<file path="src/cin_link_pkg.sv">
`default_nettype none

// Data path constants and the lane to capture record for the CIN receiver
package cin_link_pkg;

    // Eight parallel CIN lanes
    localparam int CIN_LANES = 8;

    // One nibble per rxclk out of the 1:4 deserializer
    localparam int CIN_NIB_W = 4;

    // Bitslip offset covers every position in a nibble
    localparam int CIN_SLIP_W = 2;

    // Input delay tap width, as on the IDELAY count port
    localparam int CIN_TAP_W = 6;

    // Lane select width for tap readback and load
    localparam int CIN_SEL_W = $clog2(CIN_LANES);

    // Training nibble, first bit in time is the MSB
    // All four rotations differ so only one offset matches
    localparam logic [CIN_NIB_W-1:0] CIN_TRAIN = 4'b1000;

    // Consecutive aligned words before a lane counts as locked
    localparam int CIN_LOCK_COUNT = 4;

    // Run counter must hold CIN_LOCK_COUNT itself when saturated
    localparam int CIN_RUN_W = $clog2(CIN_LOCK_COUNT + 1);

    // What a lane hands to the capture block every cycle
    typedef struct packed {
        // Recovered nibble after bitslip
        logic [CIN_NIB_W-1:0] nibble;
        // Recovered nibble equals the training pattern
        logic                 train_match;
        // Tap currently held for this lane
        logic [CIN_TAP_W-1:0] tap;
    } cin_lane_out_t;

endpackage

`default_nettype wire

</file>
<file path="src/cin_ctrl_pkg.sv">
`default_nettype none

// Command encoding and per-lane control for the CIN receiver
package cin_ctrl_pkg;

    import cin_link_pkg::*;

    // Command word layout
    localparam int CMD_W    = 16;
    localparam int CMD_OP_W = 2;

    // Opcodes in the top two bits of every command
    localparam logic [CMD_OP_W-1:0] CMD_LOAD_DELAY   = 2'd0;
    localparam logic [CMD_OP_W-1:0] CMD_BITSLIP      = 2'd1;
    localparam logic [CMD_OP_W-1:0] CMD_SERDES_RESET = 2'd2;
    localparam logic [CMD_OP_W-1:0] CMD_READ_TAP     = 2'd3;

    // Single lane addressed with a tap value
    typedef struct packed {
        logic [CMD_OP_W-1:0]                          opcode;
        logic [CIN_SEL_W-1:0]                         lane;
        logic [CMD_W-CMD_OP_W-CIN_SEL_W-CIN_TAP_W-1:0] rsvd;
        logic [CIN_TAP_W-1:0]                         tap;
    } cin_cmd_tap_t;

    // Any set of lanes addressed by a mask
    typedef struct packed {
        logic [CMD_OP_W-1:0]                 opcode;
        logic [CMD_W-CMD_OP_W-CIN_LANES-1:0] rsvd;
        logic [CIN_LANES-1:0]                lane_mask;
    } cin_cmd_mask_t;

    // Same 16 bits, read one way or the other depending on opcode
    typedef union packed {
        cin_cmd_tap_t  tap_view;
        cin_cmd_mask_t mask_view;
    } cin_cmd_t;

    // Decoder to lane, pulses are one cycle wide
    typedef struct packed {
        logic                 bitslip;
        logic                 serdes_reset;
        logic                 delay_load;
        logic [CIN_TAP_W-1:0] tap;
    } cin_lane_ctrl_t;

endpackage

`default_nettype wire

</file>
<file path="src/cin_ctrl_decode.sv">
`timescale 1ns/1ps
`default_nettype none

// Turns command strobes into registered per-lane pulses
// Stands in for the VIO probes used on the bench
module cin_ctrl_decode
    import cin_link_pkg::*, cin_ctrl_pkg::*;
(
    input  wire logic                                  rxclk,
    input  wire logic                                  reset,
    input  wire logic                                  cmd_strobe,
    input  wire cin_cmd_t                              cmd,
    output      cin_lane_ctrl_t [CIN_LANES-1:0]        lane_ctrl,
    output      logic           [CIN_SEL_W-1:0]        rd_lane
);

    // Opcode sits in the same bits for both views
    logic [CMD_OP_W-1:0] opcode;

    // Next-cycle pulse vectors, one bit per lane
    logic [CIN_LANES-1:0] slip_d;
    logic [CIN_LANES-1:0] sreset_d;
    logic [CIN_LANES-1:0] load_d;

    // Registered pulses
    logic [CIN_LANES-1:0] slip_q;
    logic [CIN_LANES-1:0] sreset_q;
    logic [CIN_LANES-1:0] load_q;

    // Tap value broadcast to all lanes
    logic [CIN_TAP_W-1:0] load_tap;

    assign opcode = cmd.tap_view.opcode;

    // Decode this cycle's command
    always_comb begin
        slip_d   = '0;
        sreset_d = '0;
        load_d   = '0;
        if (cmd_strobe) begin
            case (opcode)
                CMD_LOAD_DELAY: begin
                    // One-hot on the addressed lane
                    for (int i = 0; i < CIN_LANES; i++) begin
                        load_d[i] = (cmd.tap_view.lane == CIN_SEL_W'(i));
                    end
                end
                CMD_BITSLIP: begin
                    slip_d = cmd.mask_view.lane_mask;
                end
                CMD_SERDES_RESET: begin
                    sreset_d = cmd.mask_view.lane_mask;
                end
                default: begin
                    // Read tap only moves rd_lane
                end
            endcase
        end
    end

    // Pulses and readback select
    always_ff @(posedge rxclk) begin
        if (reset) begin
            slip_q   <= '0;
            sreset_q <= '0;
            load_q   <= '0;
            rd_lane  <= '0;
        end else begin
            slip_q   <= slip_d;
            sreset_q <= sreset_d;
            load_q   <= load_d;
            if (cmd_strobe && opcode == CMD_READ_TAP) begin
                rd_lane <= cmd.tap_view.lane;
            end
        end
    end

    // Tap only matters alongside a load pulse
    always_ff @(posedge rxclk) begin
        if (cmd_strobe && opcode == CMD_LOAD_DELAY) begin
            load_tap <= cmd.tap_view.tap;
        end
    end

    // Fan out into one control record per lane
    always_comb begin
        for (int i = 0; i < CIN_LANES; i++) begin
            lane_ctrl[i].bitslip      = slip_q[i];
            lane_ctrl[i].serdes_reset = sreset_q[i];
            lane_ctrl[i].delay_load   = load_q[i];
            lane_ctrl[i].tap          = load_tap;
        end
    end

endmodule

`default_nettype wire

</file>
<file path="src/cin_lane.sv">
`timescale 1ns/1ps
`default_nettype none

// One CIN lane behind a networking-mode 1:4 deserializer
// Raw nibble arrives MSB first in time
module cin_lane
    import cin_link_pkg::*, cin_ctrl_pkg::*;
(
    input  wire logic                 rxclk,
    input  wire logic                 reset,
    input  wire logic [CIN_NIB_W-1:0] raw,
    input  wire cin_lane_ctrl_t       ctrl,
    output      cin_lane_out_t        lane_out
);

    // Raw nibble from the previous cycle
    logic [CIN_NIB_W-1:0] prev_raw;

    // Current bitslip offset
    logic [CIN_SLIP_W-1:0] slip;

    // Held delay tap with no analog delay behind it
    logic [CIN_TAP_W-1:0] tap;

    // Eight bits of history shifted by the offset
    logic [2*CIN_NIB_W-1:0] window;

    // Recovered nibble before the output register
    logic [CIN_NIB_W-1:0] nib_d;

    // Output register
    logic [CIN_NIB_W-1:0] nib_q;
    logic                 match_q;

    // Older nibble on top so a right shift pulls in its low bits
    assign window = {prev_raw, raw} >> slip;
    assign nib_d  = window[CIN_NIB_W-1:0];

    // History, offset and output register
    always_ff @(posedge rxclk) begin
        if (reset || ctrl.serdes_reset) begin
            // Deserializer reset drops alignment but not the tap
            prev_raw <= '0;
            slip     <= '0;
            nib_q    <= '0;
            match_q  <= 1'b0;
        end else begin
            prev_raw <= raw;
            nib_q    <= nib_d;
            match_q  <= (nib_d == CIN_TRAIN);
            // Wraps after four slips
            if (ctrl.bitslip) begin
                slip <= slip + CIN_SLIP_W'(1);
            end
        end
    end

    // Tap register survives a deserializer reset
    always_ff @(posedge rxclk) begin
        if (reset) begin
            tap <= '0;
        end else if (ctrl.delay_load) begin
            tap <= ctrl.tap;
        end
    end

    // To capture
    assign lane_out.nibble      = nib_q;
    assign lane_out.train_match = match_q;
    assign lane_out.tap         = tap;

endmodule

`default_nettype wire

</file>
<file path="src/cin_capture.sv">
`timescale 1ns/1ps
`default_nettype none

// Collects all lanes into one word with alignment and lock status
module cin_capture
    import cin_link_pkg::*;
(
    input  wire logic                                  rxclk,
    input  wire logic                                  reset,
    input  wire cin_lane_out_t [CIN_LANES-1:0]         lane_out,
    input  wire logic          [CIN_SEL_W-1:0]         rd_lane,
    output      logic          [CIN_LANES*CIN_NIB_W-1:0] cin_word,
    output      logic          [CIN_LANES-1:0]         aligned,
    output      logic          [CIN_LANES-1:0]         locked,
    output      logic          [CIN_TAP_W-1:0]         rd_tap
);

    // Saturating count of aligned words in a row per lane
    logic [CIN_RUN_W-1:0] run_cnt [CIN_LANES];

    // Word, alignment and lock
    always_ff @(posedge rxclk) begin
        if (reset) begin
            cin_word <= '0;
            aligned  <= '0;
            locked   <= '0;
            for (int i = 0; i < CIN_LANES; i++) begin
                run_cnt[i] <= '0;
            end
        end else begin
            for (int i = 0; i < CIN_LANES; i++) begin
                // Lane 0 lands in the low nibble
                cin_word[i*CIN_NIB_W +: CIN_NIB_W] <= lane_out[i].nibble;
                aligned[i] <= lane_out[i].train_match;
                if (lane_out[i].train_match) begin
                    if (run_cnt[i] != CIN_RUN_W'(CIN_LOCK_COUNT)) begin
                        run_cnt[i] <= run_cnt[i] + CIN_RUN_W'(1);
                    end
                    // Three already counted plus this one
                    locked[i] <= (run_cnt[i] >= CIN_RUN_W'(CIN_LOCK_COUNT - 1));
                end else begin
                    // One miss drops lock straight away
                    run_cnt[i] <= '0;
                    locked[i]  <= 1'b0;
                end
            end
        end
    end

    // Tap readback of the selected lane
    always_ff @(posedge rxclk) begin
        if (reset) begin
            rd_tap <= '0;
        end else begin
            rd_tap <= lane_out[rd_lane].tap;
        end
    end

endmodule

`default_nettype wire

</file>
<file path="src/turf_cin_rx.sv">
`timescale 1ns/1ps
`default_nettype none

// Receive side of the TURF CIN link at the rxclk rate
module turf_cin_rx
    import cin_link_pkg::*, cin_ctrl_pkg::*;
(
    input  wire logic                                  rxclk,
    input  wire logic                                  reset,
    // Lane 0 in the low bits
    input  wire logic [CIN_LANES-1:0][CIN_NIB_W-1:0]   cin_raw,
    input  wire logic                                  cmd_strobe,
    input  wire cin_cmd_t                              cmd,
    output      logic [CIN_LANES*CIN_NIB_W-1:0]        cin_word,
    output      logic [CIN_LANES-1:0]                  aligned,
    output      logic [CIN_LANES-1:0]                  locked,
    output      logic [CIN_TAP_W-1:0]                  rd_tap
);

    // Decoder to lanes
    cin_lane_ctrl_t [CIN_LANES-1:0] lane_ctrl;

    // Readback select to capture
    logic [CIN_SEL_W-1:0] rd_lane;

    // Lanes to capture
    cin_lane_out_t [CIN_LANES-1:0] lane_out;

    cin_ctrl_decode u_decode (
        .rxclk      (rxclk),
        .reset      (reset),
        .cmd_strobe (cmd_strobe),
        .cmd        (cmd),
        .lane_ctrl  (lane_ctrl),
        .rd_lane    (rd_lane)
    );

    // Identical lanes
    for (genvar g = 0; g < CIN_LANES; g++) begin : g_lane
        cin_lane u_lane (
            .rxclk    (rxclk),
            .reset    (reset),
            .raw      (cin_raw[g]),
            .ctrl     (lane_ctrl[g]),
            .lane_out (lane_out[g])
        );
    end

    cin_capture u_capture (
        .rxclk    (rxclk),
        .reset    (reset),
        .lane_out (lane_out),
        .rd_lane  (rd_lane),
        .cin_word (cin_word),
        .aligned  (aligned),
        .locked   (locked),
        .rd_tap   (rd_tap)
    );

endmodule

`default_nettype wire

</file>
<file path="config.mk">
export PLATFORM = sky130hd
export DESIGN_NAME = turf_cin_rx
export DESIGN_NICKNAME = d
export VERILOG_FILES = /design/src/cin_link_pkg.sv /design/src/cin_ctrl_pkg.sv /design/src/cin_ctrl_decode.sv /design/src/cin_lane.sv /design/src/cin_capture.sv /design/src/turf_cin_rx.sv
export SDC_FILE = /design/constraint.sdc
export NUM_CORES = 1
export LEC_CHECK = 0
export ABC_AREA = 1
export BUFFER_PORTS_ARGS = -buffer_cell sky130_fd_sc_hd__buf_4
export CAP_MARGIN = 40
export CORE_MARGIN = 3
export CORE_UTILIZATION = 55
export DETAILED_ROUTE_END_ITERATION = 16
export PLACE_DENSITY = 0.76
export SLEW_MARGIN = 20
export SYNTH_ARGS = -nofsm -noshare
export SYNTH_HDL_FRONTEND = slang
export SYNTH_SLANG_ARGS = --single-unit
</file>
<file path="constraint.sdc">
create_clock -name rxclk -period 1.3 [get_ports rxclk]
set_input_delay 0.26 -clock rxclk [delete_from_list [all_inputs] [get_ports rxclk]]
set_output_delay 0.26 -clock rxclk [all_outputs]
set_load 0.05 [all_outputs]
</file>
Word level (Yosys, flattened, before mapping)
Memory sizes are Yosys's and may differ from the RTL's.
Index checks and enable logic that the tools add are counted.
Widths: inputs -> output; s select.
{ "classes": {"n_eq_ne": 26, "n_lt_le_gt_ge": 9, "bitwise_logic": 28, "n_reduce_logical": 23, "add_sub_neg": 16, "n_shift": 8, "muxes": 76} }
{ "ops": {"columns": ["cell", "count"], "rows": [
  ["$shr 8x2->4", 8],
  ["$mux 1", 58],
  ["$mux 3", 16],
  ["$bmux 11 s3", 1],
  ["$eq 4x4->1 const B", 8],
  ["$add 3x1->3 const B", 8],
  ["$ge 3x2->1 const B", 8],
  ["$ne 3x3->1 const B", 8],
  ["$add 2x1->2 const B", 8],
  ["$or 1x1->1", 16],
  ["$reduce_or 2->1", 8],
  ["$eq 3x3->1 const B", 4],
  ["$not 1->1", 12],
  ["$reduce_or 3->1", 3],
  ["$logic_or 1x1->1", 8],
  ["$eq 3x2->1 const B", 2],
  ["$mux 6", 1],
  ["$eq 2x2->1 const B", 2],
  ["$lt 3x4->1 const B", 1],
  ["$eq 3x1->1 const B", 1],
  ["$logic_not 3->1", 1],
  ["$eq 2x1->1 const B", 1],
  ["$logic_and 1x1->1", 2],
  ["$logic_not 2->1", 1]
]} }
{ "word_totals": {"mem_bits_rw": 24, "in_bits": 51, "memories": 1, "wordCells": 243, "register_bits": 223, "out_inout_bits": 54} }
{ "memory_table": {"columns": ["name", "words", "width", "rd", "rd_clocked_by_memory_dff", "wr", "line_no", "source"], "rows": [
  ["u_capture.run_cnt", 8, 3, 8, 0, 8, "cin_capture.sv:19", "logic [CIN_RUN_W-1:0] run_cnt [CIN_LANES];"]
]} }

Longest topological paths before layout
Gate-level depths: netlist of the first run.
An unclocked memory read counts as a cell.
{ "depth": {"ltp_word": 8, "mapped_depth": 8, "mapped_depth_nobuf": 7} }

Hierarchy
A second synthesis of the first run with hierarchy kept.
{ "hier_totals": {"hier_cells": 1281, "area_unflattened_um2": 9982.1} }
{ "by_module_without_submodules": {"columns": ["mod", "cells_per_inst", "area_per_inst_um2", "instances", "seq_area_each_um2"], "rows": [
  ["cin_lane", 86, 643.1, 8, 320.3],
  ["cin_capture", 448, 3527.1, 1, 1801.7],
  ["cin_ctrl_decode", 145, 1310.0, 1, 720.7]
]} }

Worst setup path before layout of the first run
Ideal clock, no wire load.
{ "synth_timing": {"path_kind": "register -> register", "startpoint": "memory u_capture.run_cnt[0][18] in the netlist's numbering", "endpoint": "memory u_capture.run_cnt[0][20] in the netlist's numbering, data pin", "stages_incl_launch_ff": 4, "setup_time_ns": 0.255, "t_arrival_ns": 0.911, "slack_ns": 0.134, "required_ns": 1.045, "n_path_buf": 0, "period_less_slack_ns": 1.166, "path_cell_list": "edfxtp_1 ha_1 ha_1 nor2_1"} }
{ "synth_rtl": {"columns": ["item", "line_no"], "rows": [
  ["start: declaration", "cin_capture.sv:19"]
]} }

Worst setup path after layout of the first run
{ "layout_timing": {"startpoint": "register u_capture.cin_word[4]", "endpoint": "output port cin_word[4]"} }
{ "layout_rtl": {"columns": ["item", "line_no", "source"], "rows": [
  ["start: declaration", "cin_capture.sv:12", "output logic [CIN_LANES*CIN_NIB_W-1:0] cin_word,"],
  ["start signal: indexed assignment", "cin_capture.sv:33", "cin_word[i*CIN_NIB_W +: CIN_NIB_W] <= lane_out[i].nibble;"],
  ["end: declaration", "turf_cin_rx.sv:14", "output logic [CIN_LANES*CIN_NIB_W-1:0] cin_word,"]
]} }
No word-level cell between the ends.

==> flow_summary.json, run 1 <==
{
  "outcome": "completed",
  "grt_pass1_vias": 7048,
  "io_buffers": 101,
  "cp-end-kind": "primary output",
  "synth_top_area_frac": 0.4481,
  "core_area_um2": 16580,
  "synth.cell_area_um2": 9338,
  "fin_ws_ns": 0.01447,
  "r2r_slack_ns": 0.04,
  "slew_viol_final": 0,
  "slowest_stage": "dfxtp_1",
  "clk_latency_ns": 0.51,
  "synth-xor-area-share": 0,
  "cts_tree": "done",
  "syn2layout_area_growth_pct": 24.41,
  "post-route-util": 0.7005,
  "synth_mux_area_frac": 0,
  "crit_buf_inv": 1,
  "synth-seq-cells": 239,
  "routedWlPerCell_um": 12.23,
  "worst_clock_skew_ns": 0.008932,
  "grt_util_all_layers": 0.2074,
  "hold_path_depth": 3,
  "cts.path.max_buffers": 3,
  "reg2reg_to": "u_capture.run_cnt[0][11]$_SDFFCE_PP0P_",
  "grt_start_max_net_pins": 45,
  "rows": 47,
  "post-place-ws_ns": 0.03997,
  "fp.dieW_um": 136.3,
  "diodes": 0,
  "synthDistinctLibCells": 19,
  "critPathTopFamily": "flip-flops",
  "cts_max_level": 1,
  "path_clk_slew_ns": 0.06,
  "grt_overflow": 0,
  "min_to": "u_decode.load_q[2]$_SDFF_PP0_",
  "totalWireLength_um": 19340,
  "slew_headroom": 0.6934,
  "r2r_cells": 3,
  "die_h_um": 136.3,
  "syn-num-nets": 1271,
  "synthCells": 1196,
  "hold_viol": 0,
  "avgSynthCellArea_um2": 7.807,
  "cts_buffers": 24,
  "power_leakage_uw": 0.005321,
  "p_total_uw": 15910,
  "postRouteAntennaNets": 0,
  "critPathKind": "flip-flop to primary output",
  "min_period_ns": 1.286,
  "clock-root-buffer": "clkbuf_16",
  "cp_max_fo": 1,
  "route.detailed.drc": 0,
  "vias_per_cell": 4.837,
  "firstDrtPassIters": 6,
  "yosys.area_share.adder": 0.03216,
  "drtIter0Drc": 446,
  "vdd_drop_max_uv": 974.4,
  "hp-start": "cmd[12]",
  "maxCapViolCount": 0,
  "final_nets": 1420,
  "reg2reg_from": "u_capture.run_cnt[0][9]$_SDFFCE_PP0P_",
  "gp_congestion": 0.8674,
  "fmax_mhz": 777.9,
  "worst-endpoint-required_ns": 1.04,
  "crit_path_max_incr_delay_ns": 0.32,
  "hp-class": "input pin to flip-flop",
  "worst_pin_slew_ns": 0.4592,
  "cp.arrival_ns": 1.03,
  "synthTopCellsByArea": "dfxtp_1 (45%), nand2_1 (10%), edfxtp_1 (9.6%)",
  "cellPowerDensity_nw_per_um2": 1369,
  "fin_setup_tns_ns": 0,
  "yosys_warnings": 0,
  "synth-simple-area-share": 0.2317,
  "setup_viol": 0,
  "path_cells": "buf_4",
  "die-area_um2": 18580,
  "clock-sinks": 239,
  "start_util": 0.5631,
  "grt_pass1_wl_um": 31890,
  "synth_top_family_by_area": "simple AND/OR/NAND/NOR gates",
  "antenna_found_initial": 0,
  "vias": 7648,
  "yosysSeqAreaShare": 0.5446,
  "yosysTopAreaCell": "dfxtp_1",
  "synth-compound-area-share": 0.07986,
  "fin_crit_sh": 0.9889,
  "drive_gt1_frac": 0.1330,
  "ios": 105,
  "hpwl_um": 12730,
  "start_kind": "flip-flop"
}
## cell usage after synthesis, drive strengths merged
library cell,n
inv,221
buf,25
ha,24
a21oi,82
nor3,3
clkbuf,10
nand3,104
nand2,256
o21ai,67
edfxtp,30
dfxtp,209
nor2,165
## tightest hold or removal path, delay by kind of cell
kind / cells / cell delay (ns)
and+or+nand+nor: 2 / 0.13
buffers and inverters: 1 / 0.13
## cell usage in the layout, fill, tap and decap left out, types with 3 or more instances in the layout
cell type	netlist	layout
buf_6	4	22
inv_1	216	216
buf_12	0	5
o21ai_0	67	67
clkbuf_8	0	6
clkinv_2	0	3
nand2_2	3	3
clkbuf_16	0	26
buf_4	11	99
nand3_1	104	104
dfxtp_1	209	204
clkbuf_1	10	6
edfxtp_1	30	30
dlygate4sd3_1	0	32
inv_2	5	5
nor3_1	3	3
dfxtp_2	0	5
a21oi_1	82	82
nor2_1	159	159
nor2_4	5	5
ha_1	24	24
nand2_1	253	253
## timing repair
item	4_1_cts	5_1_grt
buffers inserted	0	0
resized for setup	4	23
endpoints found under the setup margin	4	22
hold buffers	32	0
hold endpoints to repair	39	0
## kinds of logic (layout without fill, tap and decap cells)
logic type | after synthesis | after routing
buffers and inverters | 256 | 421
and+or+nand+nor | 528 | 528
AOI/OAI and AO/OA | 149 | 149
adders and majority gates | 24 | 24
DFF | 239 | 239
## through the flow
step / cell area [µm²] / std cells / hold slack (ns)
after CTS: 11540 / 1581 / 0.03385
after global routing: 11620 / 1581 / 0.05167
after floorplan: 9338 / 1196 / 0.3589
final: 11620 / 1581 / 0.05014
after global placement: 10410 / 1507 / 0.3896
after detailed placement: 10410 / 1507 / 0.3920
## sequential cells by signal, indices dropped and copies added, names as in the netlist
signal	count
g_lane.u_lane.prev_raw	24
g_lane.u_lane.match_q	8
u_capture.rd_tap	6
u_decode.sreset_q	8
u_capture.locked	8
g_lane.u_lane.nib_q	32
u_decode.rd_lane	3
u_decode.load_tap	6
u_decode.load_q	8
g_lane.u_lane.tap	48
u_capture.aligned	8
u_capture.run_cnt	24
g_lane.u_lane.slip	16
u_capture.cin_word	32
u_decode.slip_q	8
## worst max-delay path by stage
stage	from	endpoint	depth (start not counted)
after floorplan	u_capture.run_cnt[0][18]$_SDFFCE_PP0P_	u_capture.run_cnt[0][20]$_SDFFCE_PP0P_	3
after global placement	reset	u_decode.load_q[3]$_SDFF_PP0_	8
after detailed placement	reset	u_decode.load_q[3]$_SDFF_PP0_	8
after CTS	u_capture.cin_word[30]$_SDFF_PP0_	cin_word[30]	1
after global routing	u_capture.cin_word[4]$_SDFF_PP0_	cin_word[4]	1
final	u_capture.cin_word[4]$_SDFF_PP0_	cin_word[4]	1
## where the power goes
group          total (µW)  switching [µW]  internal [µW]  leakage, µW
Clock                6870            2710           4170     0.000396
Sequential           7780             109           7670      0.00206
Combinational        1260             754            502      0.00286
## layout make-up
type	instances	area (µm²)
Multi-Input combinational cell	701	3209
Inverter	221	829.5
Clock buffer	38	755.7
Clock inverter	4	45.04
Timing Repair Buffer	158	1411
Sequential cell	239	5091
Fill cell	1332	4966
Tap cell	220	275.3
## routing by layer
metal | up-vias | global-route usage | wire length, µm
li1 | 3979 | - | -
met1 | 3419 | 0.2587 | 8099
met3 | 44 | 0.03405 | 1034
met4 | 0 | 0.06551 | 434
met2 | 206 | 0.3674 | 9768
met5 | - | 0 | 0
No activity file was read; power rests on OpenSTA's default activity.
==> inputs of run 2 (changes only) <==
- BUFFER_PORTS_ARGS: -buffer_cell sky130_fd_sc_hd__buf_4 -> -buffer_cell sky130_fd_sc_hd__buf_2
==> run 2 against run 1 <==
Clock skew is essentially flat. Sequential power hardly changed. Hold slack worse by 0.031 ns. Utilization fell by 0.38 points. Cell count grew 0.25%. Design area shrank 0.55%. Die area stayed put. Combinational power about the same. Critical path type unchanged. Largest cell class unchanged.
==> flow_summary.json, run 2 (same netlist as run 1, synthesis figures left out) <==
{
  "outcome": "completed",
  "drtIter0Drc": 417,
  "post-place-ws_ns": 0.03952,
  "r2r_slack_ns": 0.08,
  "setup_viol": 0,
  "ios": 105,
  "clock-root-buffer": "clkbuf_16",
  "min_period_ns": 1.279,
  "crit_path_start": "u_capture.aligned[1]$_SDFF_PP0_",
  "cp-end-kind": "primary output",
  "slowest_stage": "dfxtp_1",
  "power_leakage_uw": 0.005307,
  "grt_util_all_layers": 0.2072,
  "crit_path_max_incr_delay_ns": 0.32,
  "hold_viol": 0,
  "cts.path.max_buffers": 3,
  "post_cts_buffers": 0,
  "maxCapViolCount": 0,
  "drive_gt1_frac": 0.1421,
  "cp.arrival_ns": 1.02,
  "hold_path_depth": 3,
  "cellPowerDensity_nw_per_um2": 1379,
  "io_buffers": 101,
  "largest-register": "g_lane.u_lane.tap",
  "fin_crit_sh": 0.9838,
  "mostFrequentLayoutCell": "nand2_1",
  "final_nets": 1423,
  "cts_tree": "done",
  "path_clk_slew_ns": 0.06,
  "top_regs": "g_lane.u_lane.tap: 48 flops, g_lane.u_lane.nib_q: 32 flops, u_capture.cin_word: 32 flops",
  "critPathKind": "flip-flop to primary output",
  "grt_pass1_wl_um": 31880,
  "fin_ws_ns": 0.02107,
  "start_kind": "flip-flop",
  "grt_start_max_net_pins": 26,
  "clk_latency_ns": 0.51,
  "postRouteAntennaNets": 0,
  "final-seq-area_um2": 5095,
  "core_area_um2": 16580,
  "start_util": 0.5631,
  "path_cells": "buf_4",
  "firstDrtPassIters": 5,
  "worst_clock_skew_ns": 0.008809,
  "min_to": "u_decode.slip_q[6]$_SDFF_PP0_",
  "r2r_cells": 3,
  "die-area_um2": 18580,
  "crit_cells": 1,
  "cp_max_fo": 1,
  "cts_buffers": 25,
  "reg2reg_to": "u_capture.run_cnt[0][14]$_SDFFCE_PP0P_",
  "largest_register_ffs": 48,
  "slew_headroom": 0.7243,
  "vias": 7545,
  "route.detailed.drc": 0,
  "antenna_found_initial": 0,
  "totalWireLength_um": 19090,
  "grt_pass1_vias": 7150,
  "cts_max_level": 1,
  "layout_common_cells": "nand2_1 (253), inv_1 (216), dfxtp_1 (201)",
  "grt_overflow": 0,
  "clock-sinks": 239,
  "hp-start": "cmd[6]",
  "worst_pin_slew_ns": 0.4131,
  "diodes": 0,
  "critPathTopFamily": "flip-flops",
  "hp-class": "input pin to flip-flop",
  "routedWlPerCell_um": 12.04,
  "worst-endpoint-required_ns": 1.04,
  "syn2layout_area_growth_pct": 23.73,
  "rows": 47,
  "reg2reg_from": "u_capture.run_cnt[0][12]$_SDFFCE_PP0P_",
  "crit_buf_inv": 1,
  "hpwl_um": 12740,
  "vias_per_cell": 4.760,
  "multi_input_area_um2": 3209,
  "slew_viol_final": 0,
  "vdd_drop_max_uv": 928.6,
  "fp.dieW_um": 136.3,
  "fmax_mhz": 781.9,
  "gp_congestion": 0.8614,
  "fin_setup_tns_ns": 0,
  "die_h_um": 136.3,
  "fill_cells": 1344
}
## run 2: cell type report
cell class,instances,share of cell area
flip-flops and latches,239,0.4410
clock buffers,27,0.05653
repair buffers,160,0.1153
multi-input cells,701,0.2778
inverters,221,0.07180
well taps,220,0.02382
clock inverters,17,0.01375
## run 2: how the worst max path moves through the flow
stage	end	slack, ns
2_1_floorplan	u_capture.run_cnt[0][20]$_SDFFCE_PP0P_	0.13
3_3_place_gp	u_capture.run_cnt[0][9]$_SDFFCE_PP0P_	0.08
3_5_place_dp	u_capture.run_cnt[0][7]$_SDFFCE_PP0P_	0.04
4_1_cts	cin_word[27]	0.0004
5_1_grt	aligned[1]	-0.02
6_report	aligned[1]	0.02
## run 2: metrics by stage
| step | hold WS, ns | utilization | instances | area, µm² | power [µW] |
|---|---|---|---|---|---|
| after floorplan | 0.3589 | - | 1196 | 9338 | 8657 |
| after global placement | 0.3895 | 0.6137 | 1510 | 10180 | 8987 |
| after detailed placement | 0.3947 | 0.6137 | 1510 | 10180 | 9005 |
| after CTS | 0.001780 | 0.6913 | 1585 | 11460 | 16050 |
| after global routing | 0.01351 | 0.6967 | 1585 | 11550 | 16560 |
| final | 0.01883 | 0.6967 | 1585 | 11550 | 15930 |
## run 2: what timing repair did
action | CTS | global route
hold buffers | 31 | 0
hold endpoints to repair | 35 | 0
setup endpoints to repair | 54 | 24
resized for setup | 64 | 27
## run 2: layer usage
layer | global-route usage | routed length, µm | part of all wire | vias up
li1 | - | - | - | 3991
met2 | 0.3627 | 9342 | 0.49 | 166
met1 | 0.2610 | 8492 | 0.44 | 3357
met3 | 0.03886 | 937 | 0.049 | 31
met4 | 0.06047 | 317 | 0.017 | 0
met5 | 0 | 0 | 0 | -
## run 2: power breakdown
group          leakage [µW]  internal, µW  switching, µW
registers           0.00206          7670            101
clock network      0.000403          4060           2870
logic               0.00284           468            762
==> inputs of run 3 (changes only) <==
- CORE_MARGIN: 3 -> unset
==> run 3 against run 2 <==
Hold slack gained 0.00062 ns. Critical path type unchanged. Clock-buffer cell count up 12. Highest routed layer unchanged. Via count up 1.4%. Combinational power about the same.
==> flow_summary.json, run 3 (same netlist as run 1, synthesis figures left out) <==
{
  "drtIter0Drc": 379,
  "gp_congestion": 0.8617,
  "cts_tree": "done",
  "diodes": 0,
  "cp_max_fo": 1,
  "route.detailed.drc": 0,
  "maxCapViolCount": 0,
  "slew_headroom": 0.6873,
  "mostFrequentLayoutCell": "nand2_1",
  "hp-class": "input pin to flip-flop",
  "grt_start_max_net_pins": 26,
  "routedWlPerCell_um": 11.80,
  "crit_path_max_incr_delay_ns": 0.32,
  "ios": 105,
  "slowest_stage": "dfxtp_1",
  "worst_clock_skew_ns": 0.005635,
  "hold_viol": 0,
  "cts_buffers": 24,
  "cts.path.max_buffers": 3,
  "path_cells": "buf_4",
  "dp_cells": 1517,
  "start_kind": "flip-flop",
  "vias": 7650,
  "hpwl_um": 12450,
  "start_util": 0.5631,
  "top_regs": "g_lane.u_lane.tap: 48 flops, g_lane.u_lane.nib_q: 32 flops, u_capture.cin_word: 32 flops",
  "crit_path_start": "u_capture.cin_word[8]$_SDFF_PP0_",
  "path_clk_slew_ns": 0.06,
  "layout_common_cells": "nand2_1 (253), inv_1 (216), dfxtp_1 (201)",
  "cts_max_level": 1,
  "p_switching_uw": 3578,
  "r2r_slack_ns": 0.07,
  "worst-endpoint-required_ns": 1.04,
  "fin_crit_sh": 0.9805,
  "largest_register_ffs": 48,
  "rows": 47,
  "grt_pass1_wl_um": 31060,
  "critPathTopFamily": "flip-flops",
  "outcome": "completed",
  "crit_path_end": "cin_word[8]",
  "setup_viol": 0,
  "drive_gt1_frac": 0.1422,
  "reg2reg_to": "u_capture.run_cnt[0][14]$_SDFFCE_PP0P_",
  "worst_pin_slew_ns": 0.4684,
  "final_nets": 1428,
  "reg2reg_from": "u_capture.run_cnt[0][12]$_SDFFCE_PP0P_",
  "clock-sinks": 239,
  "postRouteAntennaNets": 0,
  "internal_power_uw": 12720,
  "fmax_mhz": 784.5,
  "power_leakage_uw": 0.005349,
  "cellPowerDensity_nw_per_um2": 1403,
  "p_clk_frac": 0.448,
  "vias_per_cell": 4.808,
  "clock-root-buffer": "clkbuf_16",
  "antenna_found_initial": 0,
  "slew_viol_final": 0,
  "clk_latency_ns": 0.50,
  "firstDrtPassIters": 5,
  "syn2layout_area_growth_pct": 24.45,
  "critPathKind": "flip-flop to primary output",
  "die_h_um": 132.3,
  "grt_pass1_vias": 7099,
  "switching_share": 0.2195,
  "crit_cells": 1,
  "grt_overflow": 0,
  "pwr-share-seq": 0.477,
  "fp.dieW_um": 132.3,
  "totalWireLength_um": 18770,
  "cp.arrival_ns": 1.01,
  "die-area_um2": 17500,
  "cp-end-kind": "primary output",
  "hold_ws_ns": 0.01945,
  "core_area_um2": 16580,
  "grt_util_all_layers": 0.2131,
  "fin_setup_tns_ns": 0,
  "largest-register": "g_lane.u_lane.tap",
  "comb_power_share": 0.075,
  "vdd_drop_max_uv": 1367,
  "min_period_ns": 1.275,
  "crit_buf_inv": 1,
  "instances_no_fill": 1591,
  "io_buffers": 101,
  "r2r_cells": 3
}
run 3: cell count changes in the layout (fill, tap and decap cells not counted), moves of 2 or more:
cell,before,now
buf_4,48,62
buf_6,29,22
clkbuf_1,0,7
clkbuf_8,2,6
clkinv_2,6,1
clkinv_4,3,1
clkinvlp_4,2,0
inv_4,2,0
run 3: per-layer routing:
layer,up-vias,GRT usage,part of all wire
li1,3999,-,-
met1,3382,0.2590,0.44
met2,224,0.3771,0.48
met3,45,0.03922,0.054
met4,0,0.07663,0.025
met5,-,0,0
run 3: through the flow:
stage	setup WS, ns	total power (µW)	utilization	cell area [µm²]
final	0.02537	16300	0.7008	11620
after CTS	0.001368	16400	0.6968	11560
after global routing	-0.003672	16910	0.7008	11620
after detailed placement	0.03686	9000	0.6169	10230
after floorplan	0.1339	8657	-	9338
after global placement	0.06259	8984	0.6169	10230
run 3: worst reg2reg max path: stages, from the launching register on:
cell      delay (ns)
edfxtp_1        0.44
ha_1            0.23
ha_1            0.27
nor2_1          0.04
run 3: layout make-up:
cell class / count / area (µm²)
clock buffer: 39 / 759.5
clock inverter: 5 / 103.9
fill: 1300 / 4962
inverter: 221 / 829.5
multi-input combinational: 701 / 3209
sequential: 239 / 5095
tap: 220 / 275.3
timing repair buffer: 166 / 1349
run 3: what timing repair did:
| item | 4_1_cts | 5_1_grt |
|---|---|---|
| hold buffers | 30 | 0 |
| resized for setup | 64 | 20 |
| endpoints found under the setup margin | 54 | 18 |
| buffers inserted | 0 | 0 |
| hold endpoints to repair | 36 | 0 |
run 3: worst min-delay path by stage:
stage / start / to / slack [ns] / cells after the start
after floorplan: cmd[0] / u_decode.load_tap[0]$_DFFE_PP_ / 0.36 / 0
after global placement: g_lane[0].u_lane.nib_q[3]$_SDFF_PP0_ / u_capture.cin_word[3]$_SDFF_PP0_ / 0.39 / 2
after detailed placement: g_lane[5].u_lane.nib_q[1]$_SDFF_PP0_ / u_capture.cin_word[21]$_SDFF_PP0_ / 0.39 / 2
after CTS: cin_raw[14] / g_lane[3].u_lane.prev_raw[2]$_SDFF_PP0_ / 0.003 / 3
after global routing: cmd[1] / u_decode.load_tap[1]$_DFFE_PP_ / 0.005 / 1
final: cin_raw[14] / g_lane[3].u_lane.prev_raw[2]$_SDFF_PP0_ / 0.02 / 3
run 3: power groups by stage:
stage | combinational (µW) | clock [µW] | sequential [µW]
2_1_floorplan | 558 | 0 | 8100
3_3_place_gp | 1060 | 0 | 7920
3_5_place_dp | 1070 | 0 | 7930
4_1_cts | 1190 | 7430 | 7770
5_1_grt | 1340 | 7770 | 7800
6_report | 1220 | 7300 | 7780
